## config.mk

```make
export PLATFORM = sky130hd
export DESIGN_NAME = burstWriter_flat
export DESIGN_NICKNAME = d
export VERILOG_FILES = /design/src/verilog/vreadPkg.sv /design/src/verilog/bufferIf.sv /design/src/verilog/burstWriter.sv /design/src/flat_wrapper.sv
export SDC_FILE = /design/constraint.sdc
export NUM_CORES = 1
export LEC_CHECK = 0
export ABC_AREA = 0
export BUFFER_PORTS_ARGS = -buffer_cell sky130_fd_sc_hd__buf_2
export CORE_MARGIN = 2
export CORE_UTILIZATION = 49
export CTS_CLUSTER_DIAMETER = 80
export DETAILED_ROUTE_END_ITERATION = 10
export PLACE_DENSITY = 0.89
export SLEW_MARGIN = 20
export SYNTH_ARGS = -nofsm -noshare
export SYNTH_HDL_FRONTEND = slang
export SYNTH_SLANG_ARGS = --single-unit
```

## constraint.sdc

```tcl
create_clock -name clk -period 2.4 [get_ports clk]
set_input_delay 0.24 -clock clk [delete_from_list [all_inputs] [get_ports clk]]
set_output_delay 0.24 -clock clk [all_outputs]
set_load 0.02 [all_outputs]
```

## src/verilog/vreadPkg.sv

```systemverilog
`default_nettype none

package vreadPkg;

   // external databus address width
   localparam int BUS_ADDR_W = 32;

   // shared by both address generators
   // the writer never uses GEN_DELAY
   typedef enum logic [1:0]
   {
      GEN_IDLE  = 2'd0,
      GEN_DELAY = 2'd1,
      GEN_RUN   = 2'd2
   } genState_t;

endpackage

`default_nettype wire

```

## src/verilog/bufferIf.sv

```systemverilog
`timescale 1ns/100ps
`default_nettype none

interface bufferIf
#(
   parameter int DATA_W = 32,
   parameter int MEM_ADDR_W = 8
);

   // write port
   logic                  wrEn;
   logic [MEM_ADDR_W-1:0] wrAddr;
   logic [DATA_W-1:0]     wrData;

   // read port, data one cycle after rdEn
   logic                  rdEn;
   logic [MEM_ADDR_W-1:0] rdAddr;
   logic [DATA_W-1:0]     rdData;

   modport writer (output wrEn, output wrAddr, output wrData);

   modport reader (output rdEn, output rdAddr, input rdData);

   modport memory
   (
      input  wrEn,
      input  wrAddr,
      input  wrData,
      input  rdEn,
      input  rdAddr,
      output rdData
   );

endinterface

`default_nettype wire

```

## src/verilog/burstWriter.sv

```systemverilog
`timescale 1ns/100ps
`default_nettype none

module burstWriter
   import vreadPkg::*;
#(
   parameter int DATA_W = 32,
   parameter int MEM_ADDR_W = 8,
   parameter int PERIOD_W = 8
)
(
   input  wire                  clk,
   input  wire                  rst,
   input  wire                  run,
   input  wire                  half,
   input  wire [MEM_ADDR_W-1:0] iterA,
   input  wire [PERIOD_W-1:0]   perA,
   input  wire [MEM_ADDR_W-1:0] shiftA,
   input  wire [MEM_ADDR_W-1:0] incrA,
   input  wire                  busAck,
   input  wire                  busLast,
   input  wire [DATA_W-1:0]     busData,
   output logic                 busReq,
   output logic                 busDone,
   bufferIf.writer              bufIf
);

   genState_t state;

   logic [PERIOD_W-1:0]   col;
   logic [MEM_ADDR_W-1:0] row;
   logic [MEM_ADDR_W-1:0] rowBase;
   logic [MEM_ADDR_W-1:0] offset;
   logic [MEM_ADDR_W-1:0] startA;
   logic                  beat;
   logic                  colEnd;
   logic                  rowEnd;

   // writer fills the half the reader is not using
   assign startA = {~half, {(MEM_ADDR_W-1){1'b0}}};

   assign beat   = busReq & busAck;
   assign colEnd = (col == perA - 1'b1);
   assign rowEnd = (row == iterA - 1'b1);

   always_ff @(posedge clk or posedge rst)
   begin
      if (rst)
      begin
         state   <= GEN_IDLE;
         col     <= '0;
         row     <= '0;
         rowBase <= '0;
         offset  <= '0;
      end
      else if (run)
      begin
         state   <= GEN_RUN;
         col     <= '0;
         row     <= '0;
         rowBase <= '0;
         offset  <= '0;
      end
      else if (beat)
      begin
         // burst length comes from the slave, not from the pattern
         if (busLast)
            state <= GEN_IDLE;
         if (colEnd)
         begin
            col <= '0;
            if (rowEnd)
            begin
               // pattern exhausted, start over
               row     <= '0;
               rowBase <= '0;
               offset  <= '0;
            end
            else
            begin
               row     <= row + 1'b1;
               rowBase <= rowBase + shiftA;
               offset  <= rowBase + shiftA;
            end
         end
         else
         begin
            col    <= col + 1'b1;
            offset <= offset + incrA;
         end
      end
   end

   assign busReq  = (state == GEN_RUN);
   assign busDone = beat & busLast;

   // word is written at the edge that ends the beat
   assign bufIf.wrEn   = beat;
   assign bufIf.wrAddr = startA + offset;
   assign bufIf.wrData = busData;

endmodule

`default_nettype wire

```

## src/flat_wrapper.sv

```systemverilog
// flat-port wrapper written by rule: the top's interface ports become plain ports
module burstWriter_flat import vreadPkg::*;
#(
   parameter int DATA_W = 32,
   parameter int MEM_ADDR_W = 8,
   parameter int PERIOD_W = 8
)
  (clk, rst, run, half, iterA, perA, shiftA, incrA, busAck, busLast, busData, busReq, busDone, bufIf_wrEn, bufIf_wrAddr, bufIf_wrData);
  bufferIf #(.DATA_W(DATA_W), .MEM_ADDR_W(MEM_ADDR_W)) bufIf_i ();
  input  wire clk;
  input  wire rst;
  input  wire run;
  input  wire half;
  input  wire [MEM_ADDR_W-1:0] iterA;
  input  wire [PERIOD_W-1:0] perA;
  input  wire [MEM_ADDR_W-1:0] shiftA;
  input  wire [MEM_ADDR_W-1:0] incrA;
  input  wire busAck;
  input  wire busLast;
  input  wire [DATA_W-1:0] busData;
  output logic busReq;
  output logic busDone;
  output wire logic [$bits(bufIf_i.wrEn)-1:0] bufIf_wrEn;
  output wire logic [$bits(bufIf_i.wrAddr)-1:0] bufIf_wrAddr;
  output wire logic [$bits(bufIf_i.wrData)-1:0] bufIf_wrData;
  assign bufIf_wrEn = bufIf_i.wrEn;
  assign bufIf_wrAddr = bufIf_i.wrAddr;
  assign bufIf_wrData = bufIf_i.wrData;
  burstWriter #(.DATA_W(DATA_W), .MEM_ADDR_W(MEM_ADDR_W), .PERIOD_W(PERIOD_W)) u_core (.clk(clk), .rst(rst), .run(run), .half(half), .iterA(iterA), .perA(perA), .shiftA(shiftA), .incrA(incrA), .busAck(busAck), .busLast(busLast), .busData(busData), .busReq(busReq), .busDone(busDone), .bufIf(bufIf_i));
endmodule
```

Word-level counts from Yosys, hierarchy flattened
Cells that the tools add are included.

Flip-flop bits (word level): 34. Bits of input ports: 70. Output and inout port bits: 43. Word-level logic and storage cells: 40.

Add/sub/neg operators: 7. Eq/ne operators: 3. Multiplexer cells: 17. Bitwise operators: 3. Reductions and logical operators: 5.

Operator list (count): $mux W8 (14); $add A8 B8 Y8 (3); $add A8 B1 Y8 const B (2); $eq A8 B8 Y1 (2); $sub A8 B1 Y8 const B (2); $mux W2 (3); $reduce_bool A2 Y1 (3); $reduce_and A2 Y1 (2); $and A1 B1 Y1 (2); $eq A2 B2 Y1 const B (1); $not A1 Y1 (1).

Longest topological paths before layout
Depth after elaboration: 6. Depth in mapped cells: 11. Depth with buffers taken out: 9.

Worst setup path after synthesis
No wires, ideal clock.

Kind: input-to-reg. From: input port perA[3]. To: register u_core.rowBase[1]. Setup time: 121 ps. Arrival: 2247 ps. Data required time: 2279 ps. Slack: 32 ps. Stages: 8. Buffers on the path: 1. Path through: or3_4 > or3b_1 > a2111oi_1 > o2111a_1 > o21a_4 > a21oi_1 > buf_2 > a22o_1.

Longest elaborated chain between the ends: 4.

RTL lines: start, declared (RTL line flat_wrapper.sv:15) `input wire [PERIOD_W-1:0] perA;`; $sub A8 B1 Y8 (RTL line burstWriter.sv:43) `assign colEnd = (col == perA - 1'b1);`; $eq A8 B8 Y1 (RTL line burstWriter.sv:43); $reduce_bool A2 Y1 (no source line); $reduce_and A2 Y1 (no source line); end signal, assigned (RTL line burstWriter.sv:82) `rowBase <= rowBase + shiftA;`; end, declared (RTL line burstWriter.sv:32) `logic [MEM_ADDR_W-1:0] rowBase;`.

Every way passes these cells. A chain may end at the register's enable or synchronous reset.

Worst setup path in the final report
From: register u_core.col[7]. To: register u_core.rowBase[0].

Longest elaborated chain between the ends: 3.

RTL lines: start, declared (RTL line burstWriter.sv:30) `logic [PERIOD_W-1:0] col;`; start signal, assigned (RTL line burstWriter.sv:88) `col <= col + 1'b1;`; $eq A8 B8 Y1 (RTL line burstWriter.sv:43); $reduce_bool A2 Y1 (no source line); $reduce_and A2 Y1 (no source line).

Every way passes these cells.

==> flow_summary.toml <==
[run_status]
result_of_the_run = "complete, no violations"

[cts]
hold_buffers = 0
clk_latency_ns = 0.28
cts.root.buffer_cell = "clkbuf_8"
cts-buffers-inserted = 5
tritoncts = "yes"
clkTransAtPathRegs_ns = 0.06
tritoncts_num_sinks = 33
maximum_buffer_depth_of_the_clock_tree = 2
cts_htree_levels = 2

[timing]
hold_viol_final = 0
fin_skew_ns = 0.00597
final_min_period_over_clock_period = 0.975
final-setup-viol-count = 0
grt_setup_unrepaired = "yes"
setup_slack_ns = 0.0599
fmaxAchievable_mhz = 427
timing.final.crit_period_ns = 2.34
whs_ns = 0.0320
tightestPinTransition_ns = 0.438
worst_slew_margin_rel = 0.706
number_of_max_slew_violations_in_the_final_report = 0
setup-tns-final_ns = 0

[drt]
routed_wire_length_per_instance_um = 15.2
detailedRoute.firstPassIterationCount = 4
detail-route-antenna-nets = 0
detail_route.iter0.violations = 140
drc_errors = 0
detailroute.via_count = 2342
vias_per_cell = 5.63
total_wire_length_after_detailed_routing_um = 6310

[setup_path]
path_max_fanout = 7
setup.worst_path.start_class = "flip-flop"
crit_buf_inv = 1
worstPathRequired_ns = 2.57
timing.critical_path.arrival_ns = 2.51
delay_of_the_slowest_cell_on_the_worst_path_ns = 0.39
timing.setup.critical_path_class = "reg -> reg"
critical-path-top-delay-family = "compound AO/OA/AOI/OAI gates"
worst_path_max_delay_cell = "dfrtp_1"
worst_setup_path_end_kind = "flip-flop"
path_cells = "xnor2_1 > or3b_1 > a2111oi_2 > o2111a_1 > o21a_4 > a21oi_1 > buf_4 > a22o_1"

[finish]
final_core_occ = 0.561
antenna-diode-count = 0
layout.cells.most_common_list = "buf_2 (48), dfrtp_1 (33), nor2_1 (26)"
drive_above_1_share = 0.247
net_total_in_the_final_layout = 433
syn2layout_area_growth_pct = 10.3
layout_commonest_cell = "buf_2"

[logic_synthesis]
postSynth.asyncResetShare = 1.00
synth_area_per_cell_sq_um = 9.15
synthDistinctLibCells = 53
synth.yosys.seq_area_share = 0.293
syn-instance-count = 308
mappedNetlistNets = 398
postSynthRegisterBits = 33
ys.flop_type = "dfrtp_1"
mappedNetlistArea_sq_mm = 0.00282
netlist_top_cells_area = "dfrtp_1 (29%), buf_4 (11%), ha_1 (8.0%)"
ys_warns = 0
synth_largest_area_cell = "dfrtp_1"
synth_top_cell_area_share = 0.293
synth_edf_count = 0

[die]
die_x_um = 79.9
io_pins = 113
fp.dieH_um = 79.9
num_rows = 27
core_sq_mm = 0.00554
initial_utilization = 0.509
dieArea_sq_mm = 0.00638

[pwr]
sw_ratio = 0.307
share_clk_of_total_power = 0.298
share_comb_of_total_power = 0.259
power_leakage_nw = 1.58
power_frac_seq = 0.444
switchingPower_w = 0.000416
peakVddDrop_mv = 0.265
cell_internal_pwr_w = 0.000941
power-per-cell-area_mw_per_mm2 = 437

[global_route]
global_router_s_overall_resource_usage = 0.206
largest_net_degree_at_the_start_of_global_routing = 34
via_count_of_the_first_global_routing_pass = 2343
grt_first_pass_wirelength_um = 10400
global_route.overflow_total = 0
antenna_found_initial = 0

[placement]
detailedPlace.worstSlack_ns = -0.210
gp_congestion = 0.791
dp_hpwl_um = 4950
placement.io_buffers = 48

[flow_run]
max-cap-violations = 0

[hold_path]
holdCritPathClass = "in -> async"
==> layout make-up <==
type / instances / area [sq um]
Fill cell: 496 / 2430
Multi-Input combinational cell: 216 / 1610
Sequential cell: 33 / 826
Timing Repair Buffer: 72 / 445
Tap cell: 72 / 90.1
Clock buffer: 8 / 80.1
Inverter: 15 / 56.3
==> state kept, by name (all words and copies together), names as in the netlist <==
signal	count
u_core.offset	8
u_core.state	1
u_core.rowBase	8
u_core.col	8
u_core.row	8
==> synthesized netlist by cell type, types with 3 or more instances <==
cell / number
nand3_1: 7
dfrtp_1: 33
o21bai_1: 3
o21ai_0: 7
a22o_1: 9
xnor2_1: 18
xor2_1: 18
ha_1: 18
o31ai_1: 3
and2_1: 3
a21o_1: 7
buf_4: 40
nand2b_1: 6
nand2_1: 9
a221o_1: 6
and3_1: 6
nor3_1: 7
inv_1: 14
nand4_1: 8
nor2_1: 26
a21oi_1: 16
o21a_1: 3
and4_1: 3
==> power by group through the flow <==
stage	Combinational (W)	Clock, W	Sequential, W
after CTS	0.000351	0.000411	0.000601
after floorplan	0.000324	0	0.000606
after detailed placement	0.000349	0	0.000611
final	0.000351	0.000404	0.000602
after global routing	0.000388	0.000438	0.000605
after global placement	0.000335	0	0.000611
==> per-stage QoR <==
step	area [sq um]	power (W)	instances
floorplan	2820	0.000931	308
global placement	3010	0.000947	407
detailed placement	3010	0.000960	407
CTS	3090	0.00136	415
global route	3110	0.00143	416
finish	3110	0.00136	416
==> repair_timing <==
item	in CTS	in global routing
setup endpoints to repair	9	30
pin swaps	1	2
buffers inserted	0	1
cloned	0	0
gates resized for setup	0	4
==> worst min-delay path: stages <==
cell and delay [ns]:
buf_2 0.09, inv_1 0.04, buf_4 0.37
==> per-layer routing <==
metal	part of all wire	track usage	vias to the layer above
met5	0	0	-
met4	0.0076	0.0746	0
met3	0.061	0.0419	8
met2	0.50	0.361	71
met1	0.43	0.251	1124
li1	-	-	1139
==> logic make-up (layout without fill, tap and decap cells) <==
| family | count (synthesis) | count (layout) | synth area share |
|---|---|---|---|
| DFF | 33 | 33 | 0.293 |
| buffers and inverters | 59 | 95 | 0.139 |
| AOI/OAI and AO/OA | 72 | 72 | 0.192 |
| adders and majority gates | 20 | 20 | 0.0941 |
| xor gates and xnor gates | 36 | 36 | 0.112 |
| muxes | 3 | 3 | 0.0115 |
| and+or+nand+nor | 85 | 85 | 0.158 |
==> final timing paths <==
kind / slack, ns / from / endpoint / depth (start not counted)
hold / removal: 0.03 / rst / u_core.col[3] / 3
hold reg to reg: 0.51 / u_core.rowBase[2] / u_core.rowBase[2] / 1
max in group asynchronous: 2.06 / rst / u_core.offset[0] / 3
setup reg to reg: 0.06 / u_core.col[7] / u_core.rowBase[0] / 8
min in group clk: 0.25 / run / u_core.col[0] / 2
setup / recovery: 0.06 / u_core.col[7] / u_core.rowBase[0] / 8
No activity file was read; power rests on OpenSTA's default activity.
