===== config.mk =====
export PLATFORM = sky130hd
export DESIGN_NAME = patternReader_flat
export DESIGN_NICKNAME = d
export VERILOG_FILES = /design/src/verilog/vreadPkg.sv /design/src/verilog/bufferIf.sv /design/src/verilog/patternReader.sv /design/src/flat_wrapper.sv
export SDC_FILE = /design/constraint.sdc
export NUM_CORES = 1
export LEC_CHECK = 0
export BUFFER_PORTS_ARGS = -buffer_cell sky130_fd_sc_hd__buf_2
export CORE_MARGIN = 4
export CORE_UTILIZATION = 45
export DETAILED_ROUTE_END_ITERATION = 6
export GPL_ROUTABILITY_DRIVEN = 0
export PLACE_DENSITY_LB_ADDON = 0.3
export RECOVER_POWER = 25
export SLEW_MARGIN = 10
export SYNTH_ARGS = -nofsm -noshare
export SYNTH_HDL_FRONTEND = slang
export SYNTH_SLANG_ARGS = --single-unit

===== constraint.sdc =====
create_clock -name clk -period 4.5 [get_ports clk]
set_input_delay 0.225 -clock clk [delete_from_list [all_inputs] [get_ports clk]]
set_output_delay 0.225 -clock clk [all_outputs]
set_load 0.05 [all_outputs]

===== src/verilog/vreadPkg.sv =====
`default_nettype none

package vreadPkg;

   // external databus address width
   localparam int BUS_ADDR_W = 32;

   // shared by both address generators
   // the writer never uses GEN_DELAY
   typedef enum logic [1:0]
   {
      GEN_IDLE  = 2'd0,
      GEN_DELAY = 2'd1,
      GEN_RUN   = 2'd2
   } genState_t;

endpackage

`default_nettype wire


===== src/verilog/bufferIf.sv =====
`timescale 1ns/100ps
`default_nettype none

interface bufferIf
#(
   parameter int DATA_W = 32,
   parameter int MEM_ADDR_W = 8
);

   // write port
   logic                  wrEn;
   logic [MEM_ADDR_W-1:0] wrAddr;
   logic [DATA_W-1:0]     wrData;

   // read port, data one cycle after rdEn
   logic                  rdEn;
   logic [MEM_ADDR_W-1:0] rdAddr;
   logic [DATA_W-1:0]     rdData;

   modport writer (output wrEn, output wrAddr, output wrData);

   modport reader (output rdEn, output rdAddr, input rdData);

   modport memory
   (
      input  wrEn,
      input  wrAddr,
      input  wrData,
      input  rdEn,
      input  rdAddr,
      output rdData
   );

endinterface

`default_nettype wire


===== src/verilog/patternReader.sv =====
`timescale 1ns/100ps
`default_nettype none

module patternReader
   import vreadPkg::*;
#(
   parameter int DATA_W = 32,
   parameter int MEM_ADDR_W = 8,
   parameter int PERIOD_W = 8
)
(
   input  wire                  clk,
   input  wire                  rst,
   input  wire                  run,
   input  wire [MEM_ADDR_W-1:0] iterB,
   input  wire [PERIOD_W-1:0]   perB,
   input  wire [MEM_ADDR_W-1:0] startB,
   input  wire [MEM_ADDR_W-1:0] shiftB,
   input  wire [MEM_ADDR_W-1:0] incrB,
   input  wire                  reverseB,
   input  wire [PERIOD_W-1:0]   delay,
   output logic [DATA_W-1:0]    outData,
   output logic                 outValid,
   output logic                 readDone,
   bufferIf.reader              bufIf
);

   genState_t state;

   logic [PERIOD_W-1:0]   delayCnt;
   logic [PERIOD_W-1:0]   col;
   logic [MEM_ADDR_W-1:0] row;
   logic [MEM_ADDR_W-1:0] rowBase;
   logic [MEM_ADDR_W-1:0] offset;
   logic [MEM_ADDR_W-1:0] rawAddr;
   logic                  rdEn;
   logic                  colEnd;
   logic                  rowEnd;
   logic                  lastRead;
   logic                  validQ;
   logic                  lastQ;

   function automatic logic [MEM_ADDR_W-1:0] reverseBits(input logic [MEM_ADDR_W-1:0] word);
      logic [MEM_ADDR_W-1:0] result;
      for (int i = 0; i < MEM_ADDR_W; i++)
         result[i] = word[MEM_ADDR_W-1-i];
      return result;
   endfunction

   assign rdEn     = (state == GEN_RUN);
   assign colEnd   = (col == perB - 1'b1);
   assign rowEnd   = (row == iterB - 1'b1);
   assign lastRead = rdEn & colEnd & rowEnd;

   always_ff @(posedge clk or posedge rst)
   begin
      if (rst)
      begin
         state    <= GEN_IDLE;
         delayCnt <= '0;
         col      <= '0;
         row      <= '0;
         rowBase  <= '0;
         offset   <= '0;
      end
      else if (run)
      begin
         // zero delay goes straight to reading
         state    <= (delay == '0) ? GEN_RUN : GEN_DELAY;
         delayCnt <= delay;
         col      <= '0;
         row      <= '0;
         rowBase  <= '0;
         offset   <= '0;
      end
      else
      begin
         case (state)
            GEN_DELAY:
            begin
               delayCnt <= delayCnt - 1'b1;
               if (delayCnt == 1)
                  state <= GEN_RUN;
            end
            GEN_RUN:
            begin
               if (colEnd)
               begin
                  col <= '0;
                  if (rowEnd)
                     state <= GEN_IDLE;
                  else
                  begin
                     row     <= row + 1'b1;
                     rowBase <= rowBase + shiftB;
                     offset  <= rowBase + shiftB;
                  end
               end
               else
               begin
                  col    <= col + 1'b1;
                  offset <= offset + incrB;
               end
            end
            default:
            begin
               state <= GEN_IDLE;
            end
         endcase
      end
   end

   // valid pipeline matches the memory read latency
   always_ff @(posedge clk or posedge rst)
   begin
      if (rst)
      begin
         validQ <= 1'b0;
         lastQ  <= 1'b0;
      end
      else
      begin
         validQ <= rdEn;
         lastQ  <= lastRead;
      end
   end

   assign rawAddr = startB + offset;

   assign bufIf.rdEn   = rdEn;
   assign bufIf.rdAddr = reverseB ? reverseBits(rawAddr) : rawAddr;

   assign outData  = bufIf.rdData;
   assign outValid = validQ;
   assign readDone = lastQ;

endmodule

`default_nettype wire


===== src/flat_wrapper.sv =====
// flat-port wrapper written by rule: the top's interface ports become plain ports
module patternReader_flat import vreadPkg::*;
#(
   parameter int DATA_W = 32,
   parameter int MEM_ADDR_W = 8,
   parameter int PERIOD_W = 8
)
  (clk, rst, run, iterB, perB, startB, shiftB, incrB, reverseB, delay, outData, outValid, readDone, bufIf_rdEn, bufIf_rdAddr, bufIf_rdData);
  bufferIf #(.DATA_W(DATA_W), .MEM_ADDR_W(MEM_ADDR_W)) bufIf_i ();
  input  wire clk;
  input  wire rst;
  input  wire run;
  input  wire [MEM_ADDR_W-1:0] iterB;
  input  wire [PERIOD_W-1:0] perB;
  input  wire [MEM_ADDR_W-1:0] startB;
  input  wire [MEM_ADDR_W-1:0] shiftB;
  input  wire [MEM_ADDR_W-1:0] incrB;
  input  wire reverseB;
  input  wire [PERIOD_W-1:0] delay;
  output logic [DATA_W-1:0] outData;
  output logic outValid;
  output logic readDone;
  output wire logic [$bits(bufIf_i.rdEn)-1:0] bufIf_rdEn;
  output wire logic [$bits(bufIf_i.rdAddr)-1:0] bufIf_rdAddr;
  input wire logic [$bits(bufIf_i.rdData)-1:0] bufIf_rdData;
  assign bufIf_rdEn = bufIf_i.rdEn;
  assign bufIf_rdAddr = bufIf_i.rdAddr;
  assign bufIf_i.rdData = bufIf_rdData;
  patternReader #(.DATA_W(DATA_W), .MEM_ADDR_W(MEM_ADDR_W), .PERIOD_W(PERIOD_W)) u_core (.clk(clk), .rst(rst), .run(run), .iterB(iterB), .perB(perB), .startB(startB), .shiftB(shiftB), .incrB(incrB), .reverseB(reverseB), .delay(delay), .outData(outData), .outValid(outValid), .readDone(readDone), .bufIf(bufIf_i));
endmodule

Word level (Yosys, flattened, before mapping):

Index checks and enable logic that the tools add are counted.

* flip-flop bits (word level): 44
* output and inout port bits: 43
* word-level logic and storage cells: 58

* add/sub/neg operators: 8
* eq/ne operators: 10
* multiplexer cells: 23
* bitwise operators: 2
* reductions and logical operators: 7

Operators with widths (count)
* 2-to-1 mux 8 bit: 17
* adder 8 bit: 3
* subtractor 8 x 1 -> 8 bit (second input constant): 3
* adder 8 x 1 -> 8 bit (second input constant): 2
* == test 8 bit: 2
* 2-to-1 mux 2 bit: 5
* != test 3 bit (second input constant): 3
* == test 8 x 1 -> 1 bit (second input constant): 1
* zero test 8 bit: 1
* AND reduction 3 bit: 2
* nonzero test 2 bit: 3
* one-hot mux 2 bit (2 select lines): 1
* != test 3 x 2 -> 1 bit (second input constant): 1
* bitwise AND 1 bit: 2
* == test 2 x 1 -> 1 bit (second input constant): 1
* == test 2 bit (second input constant): 1
* != test 2 bit (second input constant): 1
* AND reduction 2 bit: 1

Longest topological paths before layout:

* word-level depth: 6
* gate-level depth with buffers: 12

Least setup slack after synthesis:

OpenSTA, ideal clock, no wires.

* path kind: reg-to-output
* start point: register u_core.offset[1]
* end point: output port bufIf_rdAddr[0]
* arrival time: 2.580 ns
* path slack: 1.695 ns
* stages on the path, launching flop included: 9
* path buffers: 0
* path through: dfrtp_1 ha_1 a21o_1 a21oi_1 o21bai_1 a2111oi_0 nor3_1 xnor2_1 a21oi_1

* word-level cells in the longest chain between the ends: 2

Ends and longest elaborated chain
* start: declaration: line patternReader.sv:34 `logic [MEM_ADDR_W-1:0] offset;`
* start signal: assignment: line patternReader.sv:96 `offset <= rowBase + shiftB;`
* start signal: assignment: line patternReader.sv:102 `offset <= offset + incrB;`
* adder 8 bit: line patternReader.sv:128 `assign rawAddr = startB + offset;`
* 2-to-1 mux 8 bit: line patternReader.sv:131 `assign bufIf.rdAddr = reverseB ? reverseBits(rawAddr) : rawAddr;`
* end: declaration: line flat_wrapper.sv:24 `output wire logic [$bits(bufIf_i.rdAddr)-1:0] bufIf_rdAddr;`

Every way passes these cells.

Worst setup path after layout:

Same ends and word-level chain as after synthesis.

==> results.md <==
- **drt initial violations** 125
- **max-slew headroom at the worst pin** 39.3%
- **I/O pin cnt** 127
- **count of port buffers added during placement** 62
- **final total negative setup slack** 0 ns
- **post-DP HPWL** 6.28 mm
- **part of the total power dissipated in combinational logic** 29.0%
- **share of cells above drive strength 1** 17.3%
- **max-cap check violation count** 0
- **sequential fraction of design power** 39.2%
- **RSZ-0062 raised after global routing** no
- **Fillers** 819
- **nets in the synthesized netlist** 558
- **data required time of the critical path** 4.28 ns
- **number of synthesized flops with an enable pin** 0
- **multi-input logic area** 0.00234 mm^2
- **Post-Syn Area** 0.00384 mm^2
- **clock network fraction of total power** 31.8%
- **leading cell type in the layout, fill and taps excluded** sky130_fd_sc_hd__buf_2
- **largest cells by area after synthesis** sky130_fd_sc_hd__dfrtp_1, sky130_fd_sc_hd__ha_1, sky130_fd_sc_hd__xnor2_1
- **number of buffers inserted to repair setup after CTS** 0
- **power density over the cells** 269 mW/mm^2
- **share of synthesized registers carrying an async set or reset** 100%
- **antenna fix cells** 0
- **type of element capturing the critical path** output port
- **count of mapped cells out of synthesis** 444
- **Worst path most repeated cell** sky130_fd_sc_hd__a21oi_1
- **result of the run** completed
- **largest fanout of any net on the critical path** 5
- **Int Power** 753 uW
- **Clk Latency, worst-skew pair** 0.29 ns
- **ANT nets after route** 0
- **FF/Latch Area** 0.00110 mm^2
- **leakage power of the design** 1.88 nW
- **maximum number of pins on one net before global-route repair** 57
- **vertical die dimension** 100 um
- **aggregate routed wire length** 8.02 mm
- **Root Buffer Master** sky130_fd_sc_hd__clkbuf_8
- **sum of overflow across all layers after global routing** 0
- **final worst clock skew** 0.0105 ns
- **CP Launch Type** flop
- **clock tree from TritonCTS** done
- **area of the placeable core** 0.00826 mm^2
- **crit path buf inv count** 1
- **Seq cells post-synth** 44
- **maximum vdd ir drop** 0.189 mV
- **number of instances resized during post-cts repair** 0
- **Switch Pwr** 352 uW
- **top_reg_cell synth** sky130_fd_sc_hd__dfrtp_1
- **Core Rows** 33
- **max incr delay on CP** 0.45 ns
- **Post-Layout Inst Area** 0.00412 mm^2
- **post-place instance area** 0.00399 mm^2
- **path category of the worst min-delay check** in2async
- **via count of the first global-routing pass** 2994
- **yosys warns** 0
- **total power** 1.11 mW
- **Inserted Clock Buffers** 5
- **Max Slew Vio Count** 0
- **family with the most delay on the worst path** compound AO/OA/AOI/OAI gates
- **total global-route track usage** 16.2%
- **first-pass GRT wire length** 13.5 mm
- **final hold slack** 0.0571 ns
- **initial cell density of the core** 46.6%
- **total number of clock tree sinks** 44
- **number of hold-slack violations in the final timing report** 0
- **number of buffers between clock root and the deepest sink** 2
- **cells along the critical path** ha_1, a21o_1, a21oi_1, o21bai_1, a2111oi_0, nor3_1, xnor2_1, a21oi_1, buf_2
- **minimum clock period** 2.89 ns
- **critical path's slowest cell** sky130_fd_sc_hd__dfrtp_1
- **transition at the pin with the smallest max-transition slack** 0.911 ns
- **top achievable clock speed** 0.346 GHz
- **average wire per cell in the routed design** 14.0 um
- **relative area change from synthesis to final layout** 7.03%
- **post-route DRC violation count** 0
- **ratio of final minimum period to clock period** 64.3%
- **hold-fix buffers at CTS** 0
- **switching fraction of total power** 31.9%
- **synthesized area divided by synthesized cell count** 8.66 um^2
- **area share of the leading cell type in the synthesized netlist** 28.6%
- **Clk pin slew, worst setup/hold paths** 0.09 ns
- **antenna violations before repair** 0
- **kind of critical path** reg2out
- **library cells used by synthesis** 57
- **number of H-tree levels** 2
- **Final setup viols** 0
- **average vias per placed instance** 5.45
- **Initial DRT Pass Iterations** 5
- **net count of the finished layout** 582
- **overall die area** 0.0101 mm^2
- **via count** 3122
- **Data arrival, critical path** 2.67 ns
- **Seq/Total Area, Yosys** 28.6%
- **area leader, netlist** sky130_fd_sc_hd__dfrtp_1
- **most used cells in the layout excluding fill and tap cells** sky130_fd_sc_hd__buf_2, sky130_fd_sc_hd__nor2_1, sky130_fd_sc_hd__dfrtp_1
- **die span in x** 100 um
==> tightest hold or removal path, delay by kind of cell <==
family                 cells  cell delay (ns)
buffers and inverters      3             0.59
==> layer usage <==
layer	track usage [%]	vias to the layer above	wire (um)	share of wire [%]
li1	-	1587	-	-
met1	21.3	1435	3670	46
met2	27.7	79	3800	47
met3	2.57	21	430	5.4
met4	4.35	0	125	1.6
met5	0	-	0	0
==> power groups by stage <==
stage / Clock (mW) / Sequential [mW] / Combinational [mW]
2_1_floorplan: 0 / 0.438 / 0.316
3_3_place_gp: 0 / 0.440 / 0.316
3_5_place_dp: 0 / 0.441 / 0.322
4_1_cts: 0.361 / 0.433 / 0.324
5_1_grt: 0.378 / 0.437 / 0.359
6_report: 0.352 / 0.433 / 0.321
==> flip-flops by register name, summed over array words and instances, names as in the netlist <==
name	flops
u_core.offset	8
u_core.readDone	1
u_core.row	8
u_core.col	8
u_core.state	2
u_core.outValid	1
u_core.rowBase	8
u_core.delayCnt	8
==> final cells by class <==
cell class	instances	area share [%]
inverters	23	2.10
flip-flops and latches	44	26.8
repair buffers	64	7.91
well taps	105	3.19
clock buffers	5	1.67
clock inverters	2	1.46
multi-input cells	330	56.9
==> stage by stage <==
step	utilization, %	cells	setup slack [ns]
floorplan	-	444	1.69
global placement	48.3	566	1.45
global route	49.8	573	1.34
detailed placement	48.3	566	1.38
finish	49.8	573	1.61
CTS	49.8	573	1.55
==> worst paths after layout <==
path                                                from  cells past startpoint                             end  slack (ns)
max                         u_core.offset[1]$_DFFE_PP0P_                      9                 bufIf_rdAddr[0]        1.61
min                                                  rst                      3       u_core.row[0]$_DFFE_PP0P_        0.06
max reg2reg                    u_core.col[5]$_DFFE_PP0P_                      8       u_core.row[7]$_DFFE_PP0P_        1.62
min reg2reg                u_core.rowBase[4]$_DFFE_PP0P_                      2   u_core.rowBase[4]$_DFFE_PP0P_        0.55
max in group asynchronous                            rst                      3       u_core.row[3]$_DFFE_PP0P_        4.06
min in group clk                                delay[1]                      3  u_core.delayCnt[1]$_DFFE_PP0P_        0.15
==> kinds of logic (layout without fill, tap and decap cells) <==
family                   count (synthesis)  in the layout  synth area share, %
multiplexers                            16             16                 4.26
XOR/XNOR                                47             47                 10.7
buffers and inverters                   70             94                 10.4
AND/OR/NAND/NOR                        140            140                 18.6
adder cells (fa/ha/maj)                 30             30                 10.3
flip-flops                              44             44                 28.6
AO/OA/AOI/OAI                           97             97                 17.0
==> synthesized netlist by cell type, types with 7 or more instances <==
library cell and count:
sky130_fd_sc_hd__a21oi_1 29, sky130_fd_sc_hd__nand3_1 12, sky130_fd_sc_hd__dfrtp_1 44, sky130_fd_sc_hd__nor3_1 12, sky130_fd_sc_hd__clkbuf_1 8, sky130_fd_sc_hd__inv_1 23, sky130_fd_sc_hd__ha_1 27, sky130_fd_sc_hd__and3_1 7
sky130_fd_sc_hd__nand2_1 21, sky130_fd_sc_hd__o21ai_0 24, sky130_fd_sc_hd__mux2i_1 13, sky130_fd_sc_hd__xor2_1 14, sky130_fd_sc_hd__nor2_1 47, sky130_fd_sc_hd__xnor2_1 33, sky130_fd_sc_hd__buf_4 34
Power figures use the tool's default switching activity.
